--- src/commit_pkg.sv ---
package commit_pkg;

    // one retired instruction as seen at write-back
    typedef struct packed {
        logic        valid;
        logic [31:0] pc;
        logic [31:0] inst;
        logic [3:0]  wen;    // byte enables of the rf write
        logic [4:0]  wdest;
        logic [31:0] wdata;
    } commit_rec_t;

    typedef logic [63:0] count_t;

endpackage

--- src/core_bus_pkg.sv ---
package core_bus_pkg;

    localparam int LINE_BEATS = 8;

    typedef logic [31:0] addr_t;  // byte address
    typedef logic [31:0] word_t;  // one bus beat

    // word 0 sits at the lowest address
    typedef word_t [LINE_BEATS-1:0] line_t;

    typedef logic [2:0] beat_cnt_t;
    typedef logic [7:0] axi_len_t;

    // fixed burst shape for a line transfer
    localparam axi_len_t   AXI_LEN_LINE   = 8'd7;  // beats minus one
    localparam logic [2:0] AXI_SIZE_WORD  = 3'd2;  // 4 bytes per beat
    localparam logic [1:0] AXI_BURST_INCR = 2'd1;

    // requester currently owning the bus
    typedef enum logic [1:0] {
        SRC_NONE,
        SRC_DWR,
        SRC_DRD,
        SRC_IRD
    } req_src_t;

endpackage
--- src/line_xfer_if.sv ---
`timescale 1ns/100ps

interface line_xfer_if
    import core_bus_pkg::*;
();

    logic  req;    // held until done
    logic  wr;     // 1 = line writeback
    addr_t addr;   // line aligned
    line_t wline;
    line_t rline;  // valid with done on reads
    logic  done;   // single cycle

    modport arb (
        output req, wr, addr, wline,
        input  rline, done
    );

    modport mst (
        input  req, wr, addr, wline,
        output rline, done
    );

endinterface

--- src/core_mem_top.sv ---
`timescale 1ns/100ps

module core_mem_top
    import core_bus_pkg::*;
    import commit_pkg::*;
(
    input  logic        aclk,
    input  logic        rst,

    // cache requests
    input  logic        icache_rd_req_i,
    input  addr_t       icache_rd_addr_i,
    output logic        icache_ret_valid_o,
    output line_t       icache_ret_data_o,
    input  logic        dcache_rd_req_i,
    input  addr_t       dcache_rd_addr_i,
    output logic        dcache_ret_valid_o,
    output line_t       dcache_ret_data_o,
    input  logic        dcache_wr_req_i,
    input  addr_t       dcache_wr_addr_i,
    input  line_t       dcache_wr_data_i,
    output logic        dcache_wr_done_o,

    // AXI master
    output addr_t       araddr_o,
    output axi_len_t    arlen_o,
    output logic [2:0]  arsize_o,
    output logic [1:0]  arburst_o,
    output logic        arvalid_o,
    input  logic        arready_i,
    input  word_t       rdata_i,
    input  logic        rlast_i,
    input  logic        rvalid_i,
    output logic        rready_o,
    output addr_t       awaddr_o,
    output axi_len_t    awlen_o,
    output logic [2:0]  awsize_o,
    output logic [1:0]  awburst_o,
    output logic        awvalid_o,
    input  logic        awready_i,
    output word_t       wdata_o,
    output logic        wlast_o,
    output logic        wvalid_o,
    input  logic        wready_i,
    input  logic        bvalid_i,
    output logic        bready_o,

    // write-back trace
    input  logic        ws_valid_i,
    input  logic [31:0] wb_pc_i,
    input  logic [31:0] wb_inst_i,
    input  logic [3:0]  wb_rf_wen_i,
    input  logic [4:0]  wb_rf_wnum_i,
    input  logic [31:0] wb_rf_wdata_i,
    output commit_rec_t cmt_o,
    output count_t      cycle_cnt_o,
    output count_t      instr_cnt_o
);

    line_xfer_if xfer ();  // granted line transfer

    line_arbiter i_line_arbiter (
        .aclk               (aclk),
        .rst                (rst),
        .icache_rd_req_i    (icache_rd_req_i),
        .icache_rd_addr_i   (icache_rd_addr_i),
        .icache_ret_valid_o (icache_ret_valid_o),
        .icache_ret_data_o  (icache_ret_data_o),
        .dcache_rd_req_i    (dcache_rd_req_i),
        .dcache_rd_addr_i   (dcache_rd_addr_i),
        .dcache_ret_valid_o (dcache_ret_valid_o),
        .dcache_ret_data_o  (dcache_ret_data_o),
        .dcache_wr_req_i    (dcache_wr_req_i),
        .dcache_wr_addr_i   (dcache_wr_addr_i),
        .dcache_wr_data_i   (dcache_wr_data_i),
        .dcache_wr_done_o   (dcache_wr_done_o),
        .xfer               (xfer.arb)
    );

    axi_burst_master i_axi_burst_master (
        .aclk      (aclk),
        .rst       (rst),
        .xfer      (xfer.mst),
        .araddr_o  (araddr_o),
        .arlen_o   (arlen_o),
        .arsize_o  (arsize_o),
        .arburst_o (arburst_o),
        .arvalid_o (arvalid_o),
        .arready_i (arready_i),
        .rdata_i   (rdata_i),
        .rlast_i   (rlast_i),
        .rvalid_i  (rvalid_i),
        .rready_o  (rready_o),
        .awaddr_o  (awaddr_o),
        .awlen_o   (awlen_o),
        .awsize_o  (awsize_o),
        .awburst_o (awburst_o),
        .awvalid_o (awvalid_o),
        .awready_i (awready_i),
        .wdata_o   (wdata_o),
        .wlast_o   (wlast_o),
        .wvalid_o  (wvalid_o),
        .wready_i  (wready_i),
        .bvalid_i  (bvalid_i),
        .bready_o  (bready_o)
    );

    commit_trace i_commit_trace (
        .aclk          (aclk),
        .rst           (rst),
        .ws_valid_i    (ws_valid_i),
        .wb_pc_i       (wb_pc_i),
        .wb_inst_i     (wb_inst_i),
        .wb_rf_wen_i   (wb_rf_wen_i),
        .wb_rf_wnum_i  (wb_rf_wnum_i),
        .wb_rf_wdata_i (wb_rf_wdata_i),
        .cmt_o         (cmt_o),
        .cycle_cnt_o   (cycle_cnt_o),
        .instr_cnt_o   (instr_cnt_o)
    );

endmodule

--- src/commit_trace.sv ---
`timescale 1ns/100ps

module commit_trace
    import commit_pkg::*;
(
    input  logic        aclk,
    input  logic        rst,

    input  logic        ws_valid_i,
    input  logic [31:0] wb_pc_i,
    input  logic [31:0] wb_inst_i,
    input  logic [3:0]  wb_rf_wen_i,
    input  logic [4:0]  wb_rf_wnum_i,
    input  logic [31:0] wb_rf_wdata_i,

    output commit_rec_t cmt_o,
    output count_t      cycle_cnt_o,
    output count_t      instr_cnt_o
);

    commit_rec_t cmt_q;
    count_t      cycle_q;
    count_t      instr_q;

    // record payload, one stage behind write-back
    always_ff @(posedge aclk) begin
        cmt_q.pc    <= wb_pc_i;
        cmt_q.inst  <= wb_inst_i;
        cmt_q.wen   <= wb_rf_wen_i;
        cmt_q.wdest <= wb_rf_wnum_i;
        cmt_q.wdata <= wb_rf_wdata_i;
    end

    always_ff @(posedge aclk) begin
        if (rst) begin
            cmt_q.valid <= 1'b0;
            cycle_q     <= '0;
            instr_q     <= '0;
        end else begin
            cmt_q.valid <= ws_valid_i;
            cycle_q     <= cycle_q + 1'b1;
            instr_q     <= instr_q + count_t'(ws_valid_i);  // retired count
        end
    end

    assign cmt_o       = cmt_q;
    assign cycle_cnt_o = cycle_q;
    assign instr_cnt_o = instr_q;

endmodule

--- src/axi_burst_master.sv ---
`timescale 1ns/100ps

module axi_burst_master
    import core_bus_pkg::*;
(
    input  logic        aclk,
    input  logic        rst,

    line_xfer_if.mst    xfer,

    // read address
    output addr_t       araddr_o,
    output axi_len_t    arlen_o,
    output logic [2:0]  arsize_o,
    output logic [1:0]  arburst_o,
    output logic        arvalid_o,
    input  logic        arready_i,
    // read data
    input  word_t       rdata_i,
    input  logic        rlast_i,
    input  logic        rvalid_i,
    output logic        rready_o,
    // write address
    output addr_t       awaddr_o,
    output axi_len_t    awlen_o,
    output logic [2:0]  awsize_o,
    output logic [1:0]  awburst_o,
    output logic        awvalid_o,
    input  logic        awready_i,
    // write data
    output word_t       wdata_o,
    output logic        wlast_o,
    output logic        wvalid_o,
    input  logic        wready_i,
    // write response
    input  logic        bvalid_i,
    output logic        bready_o
);

    typedef enum logic [1:0] {
        ST_IDLE,
        ST_ADDR,
        ST_DATA,
        ST_RESP
    } state_t;

    state_t    rd_state;
    state_t    wr_state;
    beat_cnt_t beat_q;
    addr_t     addr_q;
    line_t     wline_q;
    line_t     rline_q;
    logic      done_q;
    logic      start;
    logic      rd_beat;
    logic      wr_beat;

    // done_q blocks a restart while the arbiter still holds req
    assign start   = xfer.req && !done_q && (rd_state == ST_IDLE) && (wr_state == ST_IDLE);
    assign rd_beat = (rd_state == ST_DATA) && rvalid_i;
    assign wr_beat = (wr_state == ST_DATA) && wready_i;

    // read direction
    always_ff @(posedge aclk) begin
        if (rst) begin
            rd_state <= ST_IDLE;
        end else begin
            case (rd_state)
                ST_IDLE: if (start && !xfer.wr) rd_state <= ST_ADDR;
                ST_ADDR: if (arready_i) rd_state <= ST_DATA;
                ST_DATA: if (rd_beat && rlast_i) rd_state <= ST_IDLE;
                default: rd_state <= ST_IDLE;
            endcase
        end
    end

    // write direction, response waits in ST_RESP
    always_ff @(posedge aclk) begin
        if (rst) begin
            wr_state <= ST_IDLE;
        end else begin
            case (wr_state)
                ST_IDLE: if (start && xfer.wr) wr_state <= ST_ADDR;
                ST_ADDR: if (awready_i) wr_state <= ST_DATA;
                ST_DATA: if (wr_beat && wlast_o) wr_state <= ST_RESP;
                ST_RESP: if (bvalid_i) wr_state <= ST_IDLE;
                default: wr_state <= ST_IDLE;
            endcase
        end
    end

    always_ff @(posedge aclk) begin
        if (rst) begin
            beat_q <= '0;
            done_q <= 1'b0;
        end else begin
            if (start) begin
                beat_q <= '0;
            end else if (rd_beat || wr_beat) begin
                beat_q <= beat_q + 1'b1;
            end
            done_q <= (rd_beat && rlast_i) || ((wr_state == ST_RESP) && bvalid_i);
        end
    end

    // request payload captured once per transfer
    always_ff @(posedge aclk) begin
        if (start) begin
            addr_q  <= xfer.addr;
            wline_q <= xfer.wline;
        end
        if (rd_beat) begin
            rline_q[beat_q] <= rdata_i;  // beats fill words 0..7
        end
    end

    assign xfer.rline = rline_q;
    assign xfer.done  = done_q;

    assign araddr_o  = addr_q;
    assign arlen_o   = AXI_LEN_LINE;
    assign arsize_o  = AXI_SIZE_WORD;
    assign arburst_o = AXI_BURST_INCR;
    assign arvalid_o = (rd_state == ST_ADDR);
    assign rready_o  = (rd_state == ST_DATA);

    assign awaddr_o  = addr_q;
    assign awlen_o   = AXI_LEN_LINE;
    assign awsize_o  = AXI_SIZE_WORD;
    assign awburst_o = AXI_BURST_INCR;
    assign awvalid_o = (wr_state == ST_ADDR);

    assign wvalid_o = (wr_state == ST_DATA);
    assign wdata_o  = wline_q[beat_q];
    assign wlast_o  = wvalid_o && (beat_q == beat_cnt_t'(LINE_BEATS - 1));
    assign bready_o = (wr_state == ST_RESP);

endmodule

--- src/line_arbiter.sv ---
`timescale 1ns/100ps

module line_arbiter
    import core_bus_pkg::*;
(
    input  logic   aclk,
    input  logic   rst,

    input  logic   icache_rd_req_i,
    input  addr_t  icache_rd_addr_i,
    output logic   icache_ret_valid_o,
    output line_t  icache_ret_data_o,

    input  logic   dcache_rd_req_i,
    input  addr_t  dcache_rd_addr_i,
    output logic   dcache_ret_valid_o,
    output line_t  dcache_ret_data_o,

    input  logic   dcache_wr_req_i,
    input  addr_t  dcache_wr_addr_i,
    input  line_t  dcache_wr_data_i,
    output logic   dcache_wr_done_o,

    line_xfer_if.arb xfer
);

    req_src_t grant_q;

    // grant only from idle, hold until the master reports done
    always_ff @(posedge aclk) begin
        if (rst) begin
            grant_q <= SRC_NONE;
        end else if (grant_q == SRC_NONE) begin
            if (dcache_wr_req_i) begin
                grant_q <= SRC_DWR;   // writeback first, frees the victim
            end else if (dcache_rd_req_i) begin
                grant_q <= SRC_DRD;
            end else if (icache_rd_req_i) begin
                grant_q <= SRC_IRD;
            end
        end else if (xfer.done) begin
            grant_q <= SRC_NONE;
        end
    end

    assign xfer.req   = (grant_q != SRC_NONE);
    assign xfer.wr    = (grant_q == SRC_DWR);
    assign xfer.wline = dcache_wr_data_i;  // only looked at for writes

    always_comb begin
        case (grant_q)
            SRC_DWR: xfer.addr = dcache_wr_addr_i;
            SRC_DRD: xfer.addr = dcache_rd_addr_i;
            SRC_IRD: xfer.addr = icache_rd_addr_i;
            default: xfer.addr = '0;
        endcase
    end

    // done goes back only to the owner
    assign icache_ret_valid_o = xfer.done && (grant_q == SRC_IRD);
    assign dcache_ret_valid_o = xfer.done && (grant_q == SRC_DRD);
    assign dcache_wr_done_o   = xfer.done && (grant_q == SRC_DWR);

    // both read ports share the returned line
    assign icache_ret_data_o = xfer.rline;
    assign dcache_ret_data_o = xfer.rline;

endmodule

--- config.mk ---
export PLATFORM = sky130hd
export DESIGN_NAME = core_mem_top
export DESIGN_NICKNAME = d
export VERILOG_FILES = /design/src/commit_pkg.sv /design/src/core_bus_pkg.sv /design/src/line_xfer_if.sv /design/src/core_mem_top.sv /design/src/commit_trace.sv /design/src/axi_burst_master.sv /design/src/line_arbiter.sv
export SDC_FILE = /design/constraint.sdc
export NUM_CORES = 1
export LEC_CHECK = 0
export BUFFER_PORTS_ARGS = -buffer_cell sky130_fd_sc_hd__buf_2
export CORE_AREA = 3 3 543 545
export DETAILED_ROUTE_END_ITERATION = 12
export DIE_AREA = 0 0 546 548
export SYNTH_ARGS = -nofsm -noshare
export SYNTH_HDL_FRONTEND = slang
export SYNTH_SLANG_ARGS = --single-unit
--- constraint.sdc ---
create_clock -name aclk -period 41.7 [get_ports aclk]
set_clock_uncertainty 0.1 [all_clocks]
set_input_delay 2.085 -clock aclk [delete_from_list [all_inputs] [get_ports aclk]]
set_output_delay 2.085 -clock aclk [all_outputs]
set_load 0.03 [all_outputs]
==> results of run 1 <==
==> final timing paths <==
check | from | to | slack [ps] | cells past startpoint
setup reg to reg | i_line_arbiter.grant_q[0] | i_axi_burst_master.wline_q[80] | 37480 | 5
hold / removal | i_axi_burst_master.rd_state[1] | i_axi_burst_master.rd_state[0] | 380 | 1
hold reg to reg | i_axi_burst_master.rd_state[1] | i_axi_burst_master.rd_state[0] | 380 | 1
setup / recovery | i_axi_burst_master.beat_q[0] | wdata_o[0] | 36030 | 4
==> state kept, by name, summed over array words and instances (netlist names) <==
register,count
i_axi_burst_master.rd_state,2
i_axi_burst_master.xfer.done,1
i_commit_trace.cmt_o,106
i_axi_burst_master.araddr_o,32
i_commit_trace.instr_cnt_o,64
i_line_arbiter.grant_q,2
i_axi_burst_master.wr_state,2
i_axi_burst_master.wline_q,256
i_commit_trace.cycle_cnt_o,64
i_axi_burst_master.beat_q,3
i_axi_burst_master.xfer.rline,256
==> routing by layer <==
metal  track usage, %  wire length [microns]
met1            11.83                  62470
met2            20.83                  92880
met3            5.184                  20590
met4            9.168                  16680
met5                0                    448
==> worst reg2reg max path, stage by stage (launching register included) <==
cell,delay [ps]
dfxtp_2,900
nor2_1,150
nor4_2,290
buf_4,610
buf_4,880
buf_4,900
==> power groups by stage <==
stage	Combinational [uW]	Clock, uW	Sequential, uW
global placement	272	0	992
CTS	276	902	978
detailed placement	275	0	994
global route	286	930	982
floorplan	142	0	1080
finish	268	866	976
==> cell type report <==
| class | instances | area, sq um | area share, % |
|---|---|---|---|
| flip-flops and latches | 788 | 21230 | 49.67 |
| repair buffers | 1377 | 6959 | 16.28 |
| multi-input cells | 795 | 6153 | 14.39 |
| well taps | 3900 | 4880 | 11.41 |
| clock buffers | 111 | 2457 | 5.748 |
| clock inverters | 60 | 710.7 | 1.662 |
| diodes | 103 | 257.7 | 0.6029 |
| inverters | 26 | 97.59 | 0.2283 |
==> through the flow <==
step	instances	setup slack, ps	hold WS (ps)	util [%]
6_report	7160	36030	376.7	14.71
5_1_grt	7139	35680	401.2	14.69
4_1_cts	7057	35760	377.5	14.62
3_5_place_dp	6886	36700	382.0	13.53
3_3_place_gp	6886	36770	363.4	13.53
2_1_floorplan	1980	11900	352.9	-
==> logic make-up (layout without fill, tap and decap cells) <==
kind of cell | after synthesis | after routing | synth area share (%)
fa+ha+maj | 10 | 10 | 0.4186
buf+inv | 397 | 1574 | 8.937
other cells | 2 | 129 | 0.02512
flops | 788 | 788 | 70.99
xor+xnor | 63 | 63 | 1.846
mux | 131 | 131 | 7.334
compound gates | 166 | 166 | 3.370
simple gates | 399 | 399 | 7.078
==> placed cells by master, fill, tap and decap left out, drive strengths merged, types with 9 or more instances in the layout <==
cell type,n
or4,18
or3,38
o21ai,50
a22o,32
buf,1377
nand4,49
nand3,48
conb,26
dfxtp,244
inv,35
and4,11
ha,10
nor4,23
mux4,64
mux2,64
edfxtp,544
clkinv,35
xor2,31
nand2,56
and3,11
clkbuf,111
a21oi,64
nor3,22
nor2b,9
bufinv,12
o31ai,14
diode,103
nor2,94
xnor2,32
==> reports/qor.yml, run 1 <==
route:
  drt-total-wl_microns: 193100
  routed_via_density: 3.147
  wl_per_cell_microns: 26.96
  drc: 0
  route.vias.total: 22540
  initialDrtViolationCount: 1731
  dr.pass1.iters: 5
  drtAntennaViolNets: 0
placed_design:
  gp_congestion: 1.014
  postPlaceCellArea_sq_um: 39320
  port_buffers: 1351
  dp_hpwl_microns: 162700
logic_synthesis:
  synth_area_leader_cell: "edfxtp_1"
  synth_seq_area_share_pct: 70.99
  synth_top_area_share_pct: 54.65
  ys_ff_latch: 788
  yosysMostFrequentCell: "edfxtp_1"
  synthTopCellsByArea: "edfxtp_1, dfxtp_1, buf_4"
  syn_area_per_cell_sq_um: 15.28
  async_flop_share_pct: 0
  ys_types: 45
  synth_common_cells: "edfxtp_1, buf_4, dfxtp_1, nor2_1"
  synth-main-ff-cell: "edfxtp_1"
  synth_edf_count: 544
  syn_inst: 1956
  synth_area_sq_um: 29890
  synth_warnings: 0
timing:
  maxSlewHeadroom_pct: 23.05
  setup_viol: 0
  fmax_mhz: 176.3
  hold_viol_final: 0
  period_needed_ps: 5672
  tns_ps: 0
  max_slew.worst_pin.slew_ps: 1154
  slew_viol_final: 0
  rsz0062_at_grt: "false"
  fin_crit_sh_pct: 13.60
finish:
  fin_nets: 3594
  drive_gt1_share_pct: 52.93
  area_delta_synth_final_pct: 43.01
  design_area_sq_um: 42750
  fillerInstances: 32470
global_route:
  grt_max_degree: 86
  grt_pass1_vias: 22390
  grt_first_pass_wirelength_microns: 239900
  grt_overflow_total: 0
  antenna_found_initial: 119
  grt_use_total_pct: 12.25
clock_tree:
  path_clk_slew_ps: 80
  cts.path.max_buffers: 4
  numCtsBuffers: 95
  clockRootBuffer: "clkbuf_16"
  ctsHoldBuffers: 0
  cts_resized: 0
  clkSinkCount: 788
  cts_tree: "yes"
  htreeDepth: 3
  post-cts-setup-buffers: 0
  clock_latency_ps: 810
floorplanning:
  start_util_pct: 10.29
  chipWidth_microns: 546
  dieArea_sq_um: 299200
  core_region_area_sq_um: 290600
  ios: 1378
  rows: 198
  die_h_microns: 548
min_path:
  min_path_type: "reg -> reg"
setup_path:
  crit_family: "buffers and inverters"
  cp_max_fo: 40
  cpPeakStageDelay_ps: 780
  cp.required_ps: 39520
  arrival_ps: 3490
  cp_num_buf_inv: 2
  slowest_stage: "dfxtp_4"
  path_class: "reg -> out"
  endpoint_kind: "output pin"
  start_kind: "register"
  cp_cell_sequence: "buf_4, mux4_2, mux2_2, buf_2"
power:
  switching_power_uw: 589.9
  power_uw: 2110
  irDropWorstVdd_mv: 0.04277
  p_leak_uw: 0.01581
  combPwrFrac_pct: 12.7
  p_int_uw: 1520
  powerDensity_nw_per_um2: 49.35
  p_sw_share_pct: 27.96
  pwr-share-clk_pct: 41.0
  seq_power_share_pct: 46.3
outcome:
  status: "finished clean"
run:
  maxCapViolCount: 0
Note: power is estimated with default switching activity, not from simulation.
==> run 2: changes to the inputs <==
clock period = 5.8 ns   (was 41.7 ns; I/O delays follow)
==> run 2 against run 1 <==
Net effect:
- register-to-register slack worse by 35000 ps
- routed wire length is 5.6% higher
- die area stayed put
- first-iteration DRC count is 0.98% higher
- final area is 14% higher
==> reports/qor.yml, run 2 (synthesis gave the netlist of run 1 again) <==
route:
  route.vias.total: 25010  # was 22540
  dr.pass1.iters: 6  # was 5
  drtAntennaViolNets: 0  # unchanged
  drc: 0  # unchanged
  wl_per_cell_microns: 26.33  # was 26.96 microns
  routed_via_density: 3.228  # was 3.147
  drt-total-wl_microns: 204000  # was 193100 microns
  initialDrtViolationCount: 1748  # was 1731
floorplanning:
  rows: 198  # unchanged
  start_util_pct: 10.29  # unchanged
  core_region_area_sq_um: 290600  # unchanged
  ios: 1378  # unchanged
  dieArea_sq_um: 299200  # unchanged
  die_h_microns: 548  # unchanged
  chipWidth_microns: 546  # unchanged
placed_design:
  gp_congestion: 0.9668  # was 1.014
  place_ws_ps: 2379  # was 36700 ps
  dp_hpwl_microns: 166900  # was 162700 microns
  port_buffers: 1351  # unchanged
  postPlaceCellArea_sq_um: 39350  # was 39320 sq um
setup_path:
  endpoint_kind: "output pin"  # unchanged
  arrival_ps: 3620  # was 3490 ps
  slowest_stage: "dfxtp_4"  # unchanged
  start_kind: "register"  # unchanged
  cp.required_ps: 5410  # was 39520 ps
  path_class: "reg -> out"  # unchanged
  cpPeakStageDelay_ps: 820  # was 780 ps
  cp_cell_sequence: "buf_4, mux4_2, mux2_2, buf_2"  # unchanged
  cp_max_fo: 40  # unchanged
power:
  p_int_uw: 11240  # was 1520 uW
  p_leak_uw: 0.01824  # was 0.01581 uW
  seq_power_share_pct: 44.9  # was 46.3%
  pwr-share-clk_pct: 40.1  # was 41.0%
  powerDensity_nw_per_um2: 323.2  # was 49.35 nW/um^2
  irDropWorstVdd_mv: 0.2963  # was 0.04277 mV
  combPwrFrac_pct: 15.0  # was 12.7%
  switching_power_uw: 4450  # was 589.9 uW
  p_sw_share_pct: 28.37  # was 27.96%
timing:
  hold_viol_final: 0  # unchanged
  max_slew.worst_pin.slew_ps: 1086  # was 1154 ps
  fin_ws_ps: 1787  # was 36030 ps
  period_needed_ps: 4013
  rsz0062_at_grt: "false"  # unchanged
  fmax_mhz: 249.2
  fin_crit_sh_pct: 69.20
  maxSlewHeadroom_pct: 27.59  # was 23.05%
  slew_viol_final: 0  # unchanged
  whs_ps: 96.64  # was 376.7 ps
  setup_viol: 0  # unchanged
clock_tree:
  ctsHoldBuffers: 563  # was 0
  clock_latency_ps: 820  # was 810 ps
  clockRootBuffer: "clkbuf_16"  # unchanged
  clkSinkCount: 788  # unchanged
  cts_resized: 0  # unchanged
  path_clk_slew_ps: 60  # was 80 ps
  post-cts-setup-buffers: 0  # unchanged
  numCtsBuffers: 97  # was 95
  cts.path.max_buffers: 4  # unchanged
  cts_tree: "yes"  # unchanged
  htreeDepth: 3  # unchanged
run:
  maxCapViolCount: 0  # unchanged
global_route:
  grt_first_pass_wirelength_microns: 256700  # was 239900 microns
  grt_overflow_total: 0  # unchanged
  grt_use_total_pct: 12.96  # was 12.25%
  antenna_found_initial: 157  # was 119
  grt_max_degree: 167  # was 86
  grt_pass1_vias: 25410  # was 22390
finish:
  final_cell_mix: "buf_2, dlygate4sd3_1, edfxtp_1, dfxtp_1, clkbuf_16"  # was buf_2, edfxtp_1, dfxtp_1, clkbuf_16, nor2_1
  layout_commonest_cell: "buf_2"  # unchanged
  drive_gt1_share_pct: 45.21  # was 52.93%
  multi_input_area_sq_um: 6187  # was 6153 sq um
  fin_nets: 4156  # was 3594
  area_delta_synth_final_pct: 62.37  # was 43.01%
  seqCellArea_sq_um: 21240  # was 21230 sq um
  design_area_sq_um: 48530  # was 42750 sq um
  fillerInstances: 31940  # was 32470
  fin_util_pct: 16.70  # was 14.71%
outcome:
  status: "finished clean"  # unchanged
min_path:
  min_path_type: "in -> reg"  # was reg -> reg
[run 2: cell types whose count changed in the layout (fill, tap and decap cells not counted), sizes merged, moves of 3 or more]
cell,previous run,this run
buf,1377,1374
bufinv,12,8
clkbuf,111,123
diode,103,124
dlygate4sd3,0,563
[run 2: through the flow]
stage / TNS [ps] / instances / total power, uW
after floorplan: -1320630 / 1980 / 8385
after global placement: 0 / 6883 / 9150
after detailed placement: 0 / 6883 / 9176
after CTS: 0 / 7623 / 15960
after global routing: 0 / 7729 / 16310
final: 0 / 7747 / 15680
[run 2: worst max-delay path: cells and delay by family (launching register included)]
| kind | cells | cell delay (ps) |
|---|---|---|
| buffers and inverters | 2 | 960 |
| DFF | 1 | 820 |
| muxes | 2 | 940 |
[run 2: layout make-up]
| cell class | count | area share [%] |
|---|---|---|
| Clock inverter | 54 | 1.235 |
| Multi-Input combinational cell | 795 | 12.75 |
| Timing Repair Buffer | 1937 | 25.93 |
| Clock buffer | 123 | 5.435 |
| Inverter | 26 | 0.2011 |
| Sequential cell | 788 | 43.76 |
| Tap cell | 3900 | 10.05 |
| Antenna cell | 124 | 0.6394 |
[run 2: per-layer routing]
layer	global-route usage [%]	share of wire, %	vias to the layer above
met3	5.318	10	515
met1	12.43	32	12290
met5	0	0.35	-
met4	9.185	8.3	82
li1	-	-	10490
met2	22.51	49	1628
[run 2: path summary, 6_finish.rpt]
| check | endpoint | slack (ps) | start | cells past startpoint |
|---|---|---|---|---|
| worst max-delay path | wdata_o[5] | 1790 | i_axi_burst_master.beat_q[0] | 4 |
| worst min-delay path | i_commit_trace.cmt_o[10] | 100 | wb_rf_wdata_i[10] | 2 |
| worst max register to register | i_commit_trace.cycle_cnt_o[48] | 2580 | i_commit_trace.cycle_cnt_o[0] | 6 |
| worst min register to register | i_commit_trace.cycle_cnt_o[0] | 380 | i_commit_trace.cycle_cnt_o[0] | 1 |
[run 2: power groups by stage]
stage / Combinational [uW] / Clock (uW) / Sequential, uW
2_1_floorplan: 1040 / 0 / 7340
3_3_place_gp: 1990 / 0 / 7160
3_5_place_dp: 2010 / 0 / 7160
4_1_cts: 2400 / 6510 / 7050
5_1_grt: 2500 / 6710 / 7090
6_report: 2350 / 6290 / 7050
==> run 3: changes to the inputs <==
ABC_AREA = 1   (was not set)
CORE_AREA = 3 3 539 541   (was 3 3 543 545)
DIE_AREA = 0 0 542 544   (was 0 0 546 548)
clock period = 3.9 ns   (was 5.8 ns; I/O delays follow)
==> run 3 against run 2 <==
Net effect:
- via count increased by 21%
- sequential share of layout area shrank 2.6 points
- first-iteration DRC count rose by 35%
- register-to-register slack lost 1300 ps
- global-route usage grew 2.1 points
- worst hold slack worse by 36 ps
- clock power grew 50%
- sequential power rose by 49%
- final area rose by 6.2%
- critical path type unchanged
==> reports/qor.yml, run 3 <==
outcome:
  status: "finished clean"  # unchanged
timing:
  fmax_mhz: 290.3
  slew_viol_final: 0  # unchanged
  fin_ws_ps: 455.5  # was 1787 ps
  period_needed_ps: 3444
  fin_crit_sh_pct: 88.32
  whs_ps: 60.35  # was 96.64 ps
  hold_viol_final: 0  # unchanged
  rsz0062_at_grt: "false"  # unchanged
  setup_viol: 0  # unchanged
  maxSlewHeadroom_pct: 24.29  # was 27.59%
  max_slew.worst_pin.slew_ps: 1136  # was 1086 ps
logic_synthesis:
  synth_area_leader_cell: "edfxtp_1"  # unchanged
  ys_types: 32  # was 45
  synth-main-ff-cell: "edfxtp_1"  # unchanged
  synth_seq_area_share_pct: 67.85  # was 70.99%
  synth_top_area_share_pct: 52.23  # was 54.65%
  yosysMostFrequentCell: "edfxtp_1"  # unchanged
  synth_edf_count: 544  # unchanged
  async_flop_share_pct: 0  # unchanged
  synth_warnings: 0  # unchanged
  ys_ff_latch: 788  # unchanged
  synth_common_cells: "edfxtp_1, nor2_1, nand2_1, buf_4, dfxtp_1"  # was edfxtp_1, buf_4, dfxtp_1, nor2_1
  syn_inst: 2838  # was 1956
  synth_area_sq_um: 31270  # was 29890 sq um
  syn_area_per_cell_sq_um: 11.02  # was 15.28 sq um
  synthTopCellsByArea: "edfxtp_1, dfxtp_1, buf_4"  # unchanged
global_route:
  grt_pass1_vias: 29680  # was 25410
  grt_first_pass_wirelength_microns: 292800  # was 256700 microns
  grt_max_degree: 129  # was 167
  grt_overflow_total: 0  # unchanged
  antenna_found_initial: 132  # was 157
  grt_use_total_pct: 15.08  # was 12.96%
clock_tree:
  clockRootBuffer: "clkbuf_16"  # unchanged
  ctsHoldBuffers: 738  # was 563
  cts.path.max_buffers: 4  # unchanged
  htreeDepth: 3  # unchanged
  cts_tree: "yes"  # unchanged
  path_clk_slew_ps: 60  # about the same
  post-cts-setup-buffers: 0  # unchanged
  clkSinkCount: 788  # unchanged
  clock_latency_ps: 820  # about the same
  numCtsBuffers: 101  # was 97
  cts_resized: 0  # unchanged
route:
  drtAntennaViolNets: 0  # unchanged
  drc: 0  # unchanged
  drt-total-wl_microns: 234200  # was 204000 microns
  route.vias.total: 30190  # was 25010
  initialDrtViolationCount: 2355  # was 1748
  routed_via_density: 3.489  # was 3.228
  dr.pass1.iters: 5  # was 6
  wl_per_cell_microns: 27.06  # was 26.33 microns
finish:
  layout_commonest_cell: "buf_2"  # unchanged
  drive_gt1_share_pct: 33.88  # was 45.21%
  final_cell_mix: "buf_2, dlygate4sd3_1, edfxtp_1, nor2_1, nand2_1"  # was buf_2, dlygate4sd3_1, edfxtp_1, dfxtp_1, clkbuf_16
  fin_nets: 5217  # was 4156
  fin_cells: 8654  # was 7747
  area_delta_synth_final_pct: 64.74  # was 62.37%
  fin_util_pct: 18.05  # was 16.70%
placed_design:
  place_ws_ps: 1299  # was 2379 ps
  gp_congestion: 0.9800  # was 0.9668
  dpl.cell_count: 7627  # was 6883
  dp_hpwl_microns: 189200  # was 166900 microns
  port_buffers: 1351  # unchanged
floorplanning:
  rows: 196  # was 198
  start_util_pct: 10.96  # was 10.29%
  ios: 1378  # unchanged
  core_region_area_sq_um: 285500  # was 290600 sq um
  dieArea_sq_um: 294800  # was 299200 sq um
  die_h_microns: 544  # was 548 microns
  chipWidth_microns: 542  # was 546 microns
run:
  maxCapViolCount: 0  # unchanged
setup_path:
  start_kind: "register"  # unchanged
  endpoint_kind: "output pin"  # unchanged
  path_class: "reg -> out"  # unchanged
  arrival_ps: 3150  # was 3620 ps
  rr_worst_depth: 5  # was 6
  cp.required_ps: 3610  # was 5410 ps
  r2r_end: "i_axi_burst_master.wline_q[155]"  # was i_commit_trace.cycle_cnt_o[48]
  rr_startpoint: "i_line_arbiter.grant_q[1]"  # was i_commit_trace.cycle_cnt_o[0]
  r2r_slack_ps: 1290  # was 2580 ps
  cp_max_fo: 28  # was 40
power:
  powerDensity_nw_per_um2: 460.4  # was 323.2 nW/um^2
  p_leak_uw: 0.01959  # was 0.01824 uW
  irDropWorstVdd_mv: 0.3425  # was 0.2963 mV
min_path:
  hp-start: "wb_rf_wdata_i[11]"  # was wb_rf_wdata_i[10]
  min_path_type: "in -> reg"  # unchanged
  whs_endpoint: "i_commit_trace.cmt_o[11]"  # was i_commit_trace.cmt_o[10]
  whs_path_depth: 2  # unchanged
[run 3: area by class of cell]
| cell class | instances | area [sq um] |
|---|---|---|
| Clock inverter | 55 | 499.2 |
| Multi-Input combinational cell | 1572 | 7153 |
| Clock buffer | 127 | 2738 |
| Timing Repair Buffer | 2118 | 14460 |
| Tap cell | 3762 | 4707 |
| Sequential cell | 788 | 21230 |
| Fill cell | 31410 | 233900 |
| Inverter | 125 | 475.5 |
| Antenna cell | 107 | 267.8 |
[run 3: worst max-delay path, cell delays in order (launching register included)]
cell	delay, ps
dfxtp_1	350
inv_1	110
nand2_2	610
buf_4	450
nor2_1	170
o21ai_0	150
o2111ai_1	160
buf_2	320
[run 3: how the worst max path moves through the flow]
stage / startpoint / slack [ps] / depth (start not counted) / to
global route: i_axi_burst_master.beat_q[2] / 340 / 5 / wdata_o[15]
detailed placement: i_axi_burst_master.beat_q[2] / 1300 / 5 / wdata_o[23]
CTS: i_axi_burst_master.beat_q[2] / 400 / 5 / wdata_o[23]
global placement: i_axi_burst_master.beat_q[1] / 1290 / 6 / wdata_o[25]
floorplan: i_axi_burst_master.wr_state[1] / -1620 / 4 / i_axi_burst_master.araddr_o[0]
finish: i_axi_burst_master.beat_q[1] / 460 / 7 / wdata_o[3]
[run 3: per-layer routing]
metal / share of wire [%] / routed length (microns) / global-route usage [%]
met5: 0.63 / 1465 / 2.013
met4: 7.8 / 18300 / 10.18
met3: 13 / 29850 / 7.785
met2: 46 / 107400 / 24.33
met1: 33 / 77140 / 15.00
[run 3: where the power goes]
group / switching, uW / internal [uW]
Sequential: 466 / 10000
Clock: 4100 / 5340
Combinational: 2550 / 1230
Total: 7120 / 16600
[run 3: metrics by stage]
stage,power [uW],TNS (ps),cell area [sq um]
after global placement,13720,0,40630
after floorplan,12290,-466640,31370
after CTS,24010,0,51260
after global routing,24640,0,51480
final,23720,0,51520
after detailed placement,13740,0,40630
[run 3: cells by family (layout without fill, tap and decap cells)]
family / Yosys count / in the layout / synth area share, %
xor gates and xnor gates: 17 / 17 / 0.4761
other: 2 / 133 / 0.02401
DFF: 788 / 788 / 67.85
adders and majority gates: 10 / 10 / 0.4001
and+or+nand+nor: 1203 / 1203 / 15.96
AOI/OAI and AO/OA: 316 / 316 / 5.473
buffers and inverters: 502 / 2425 / 9.814
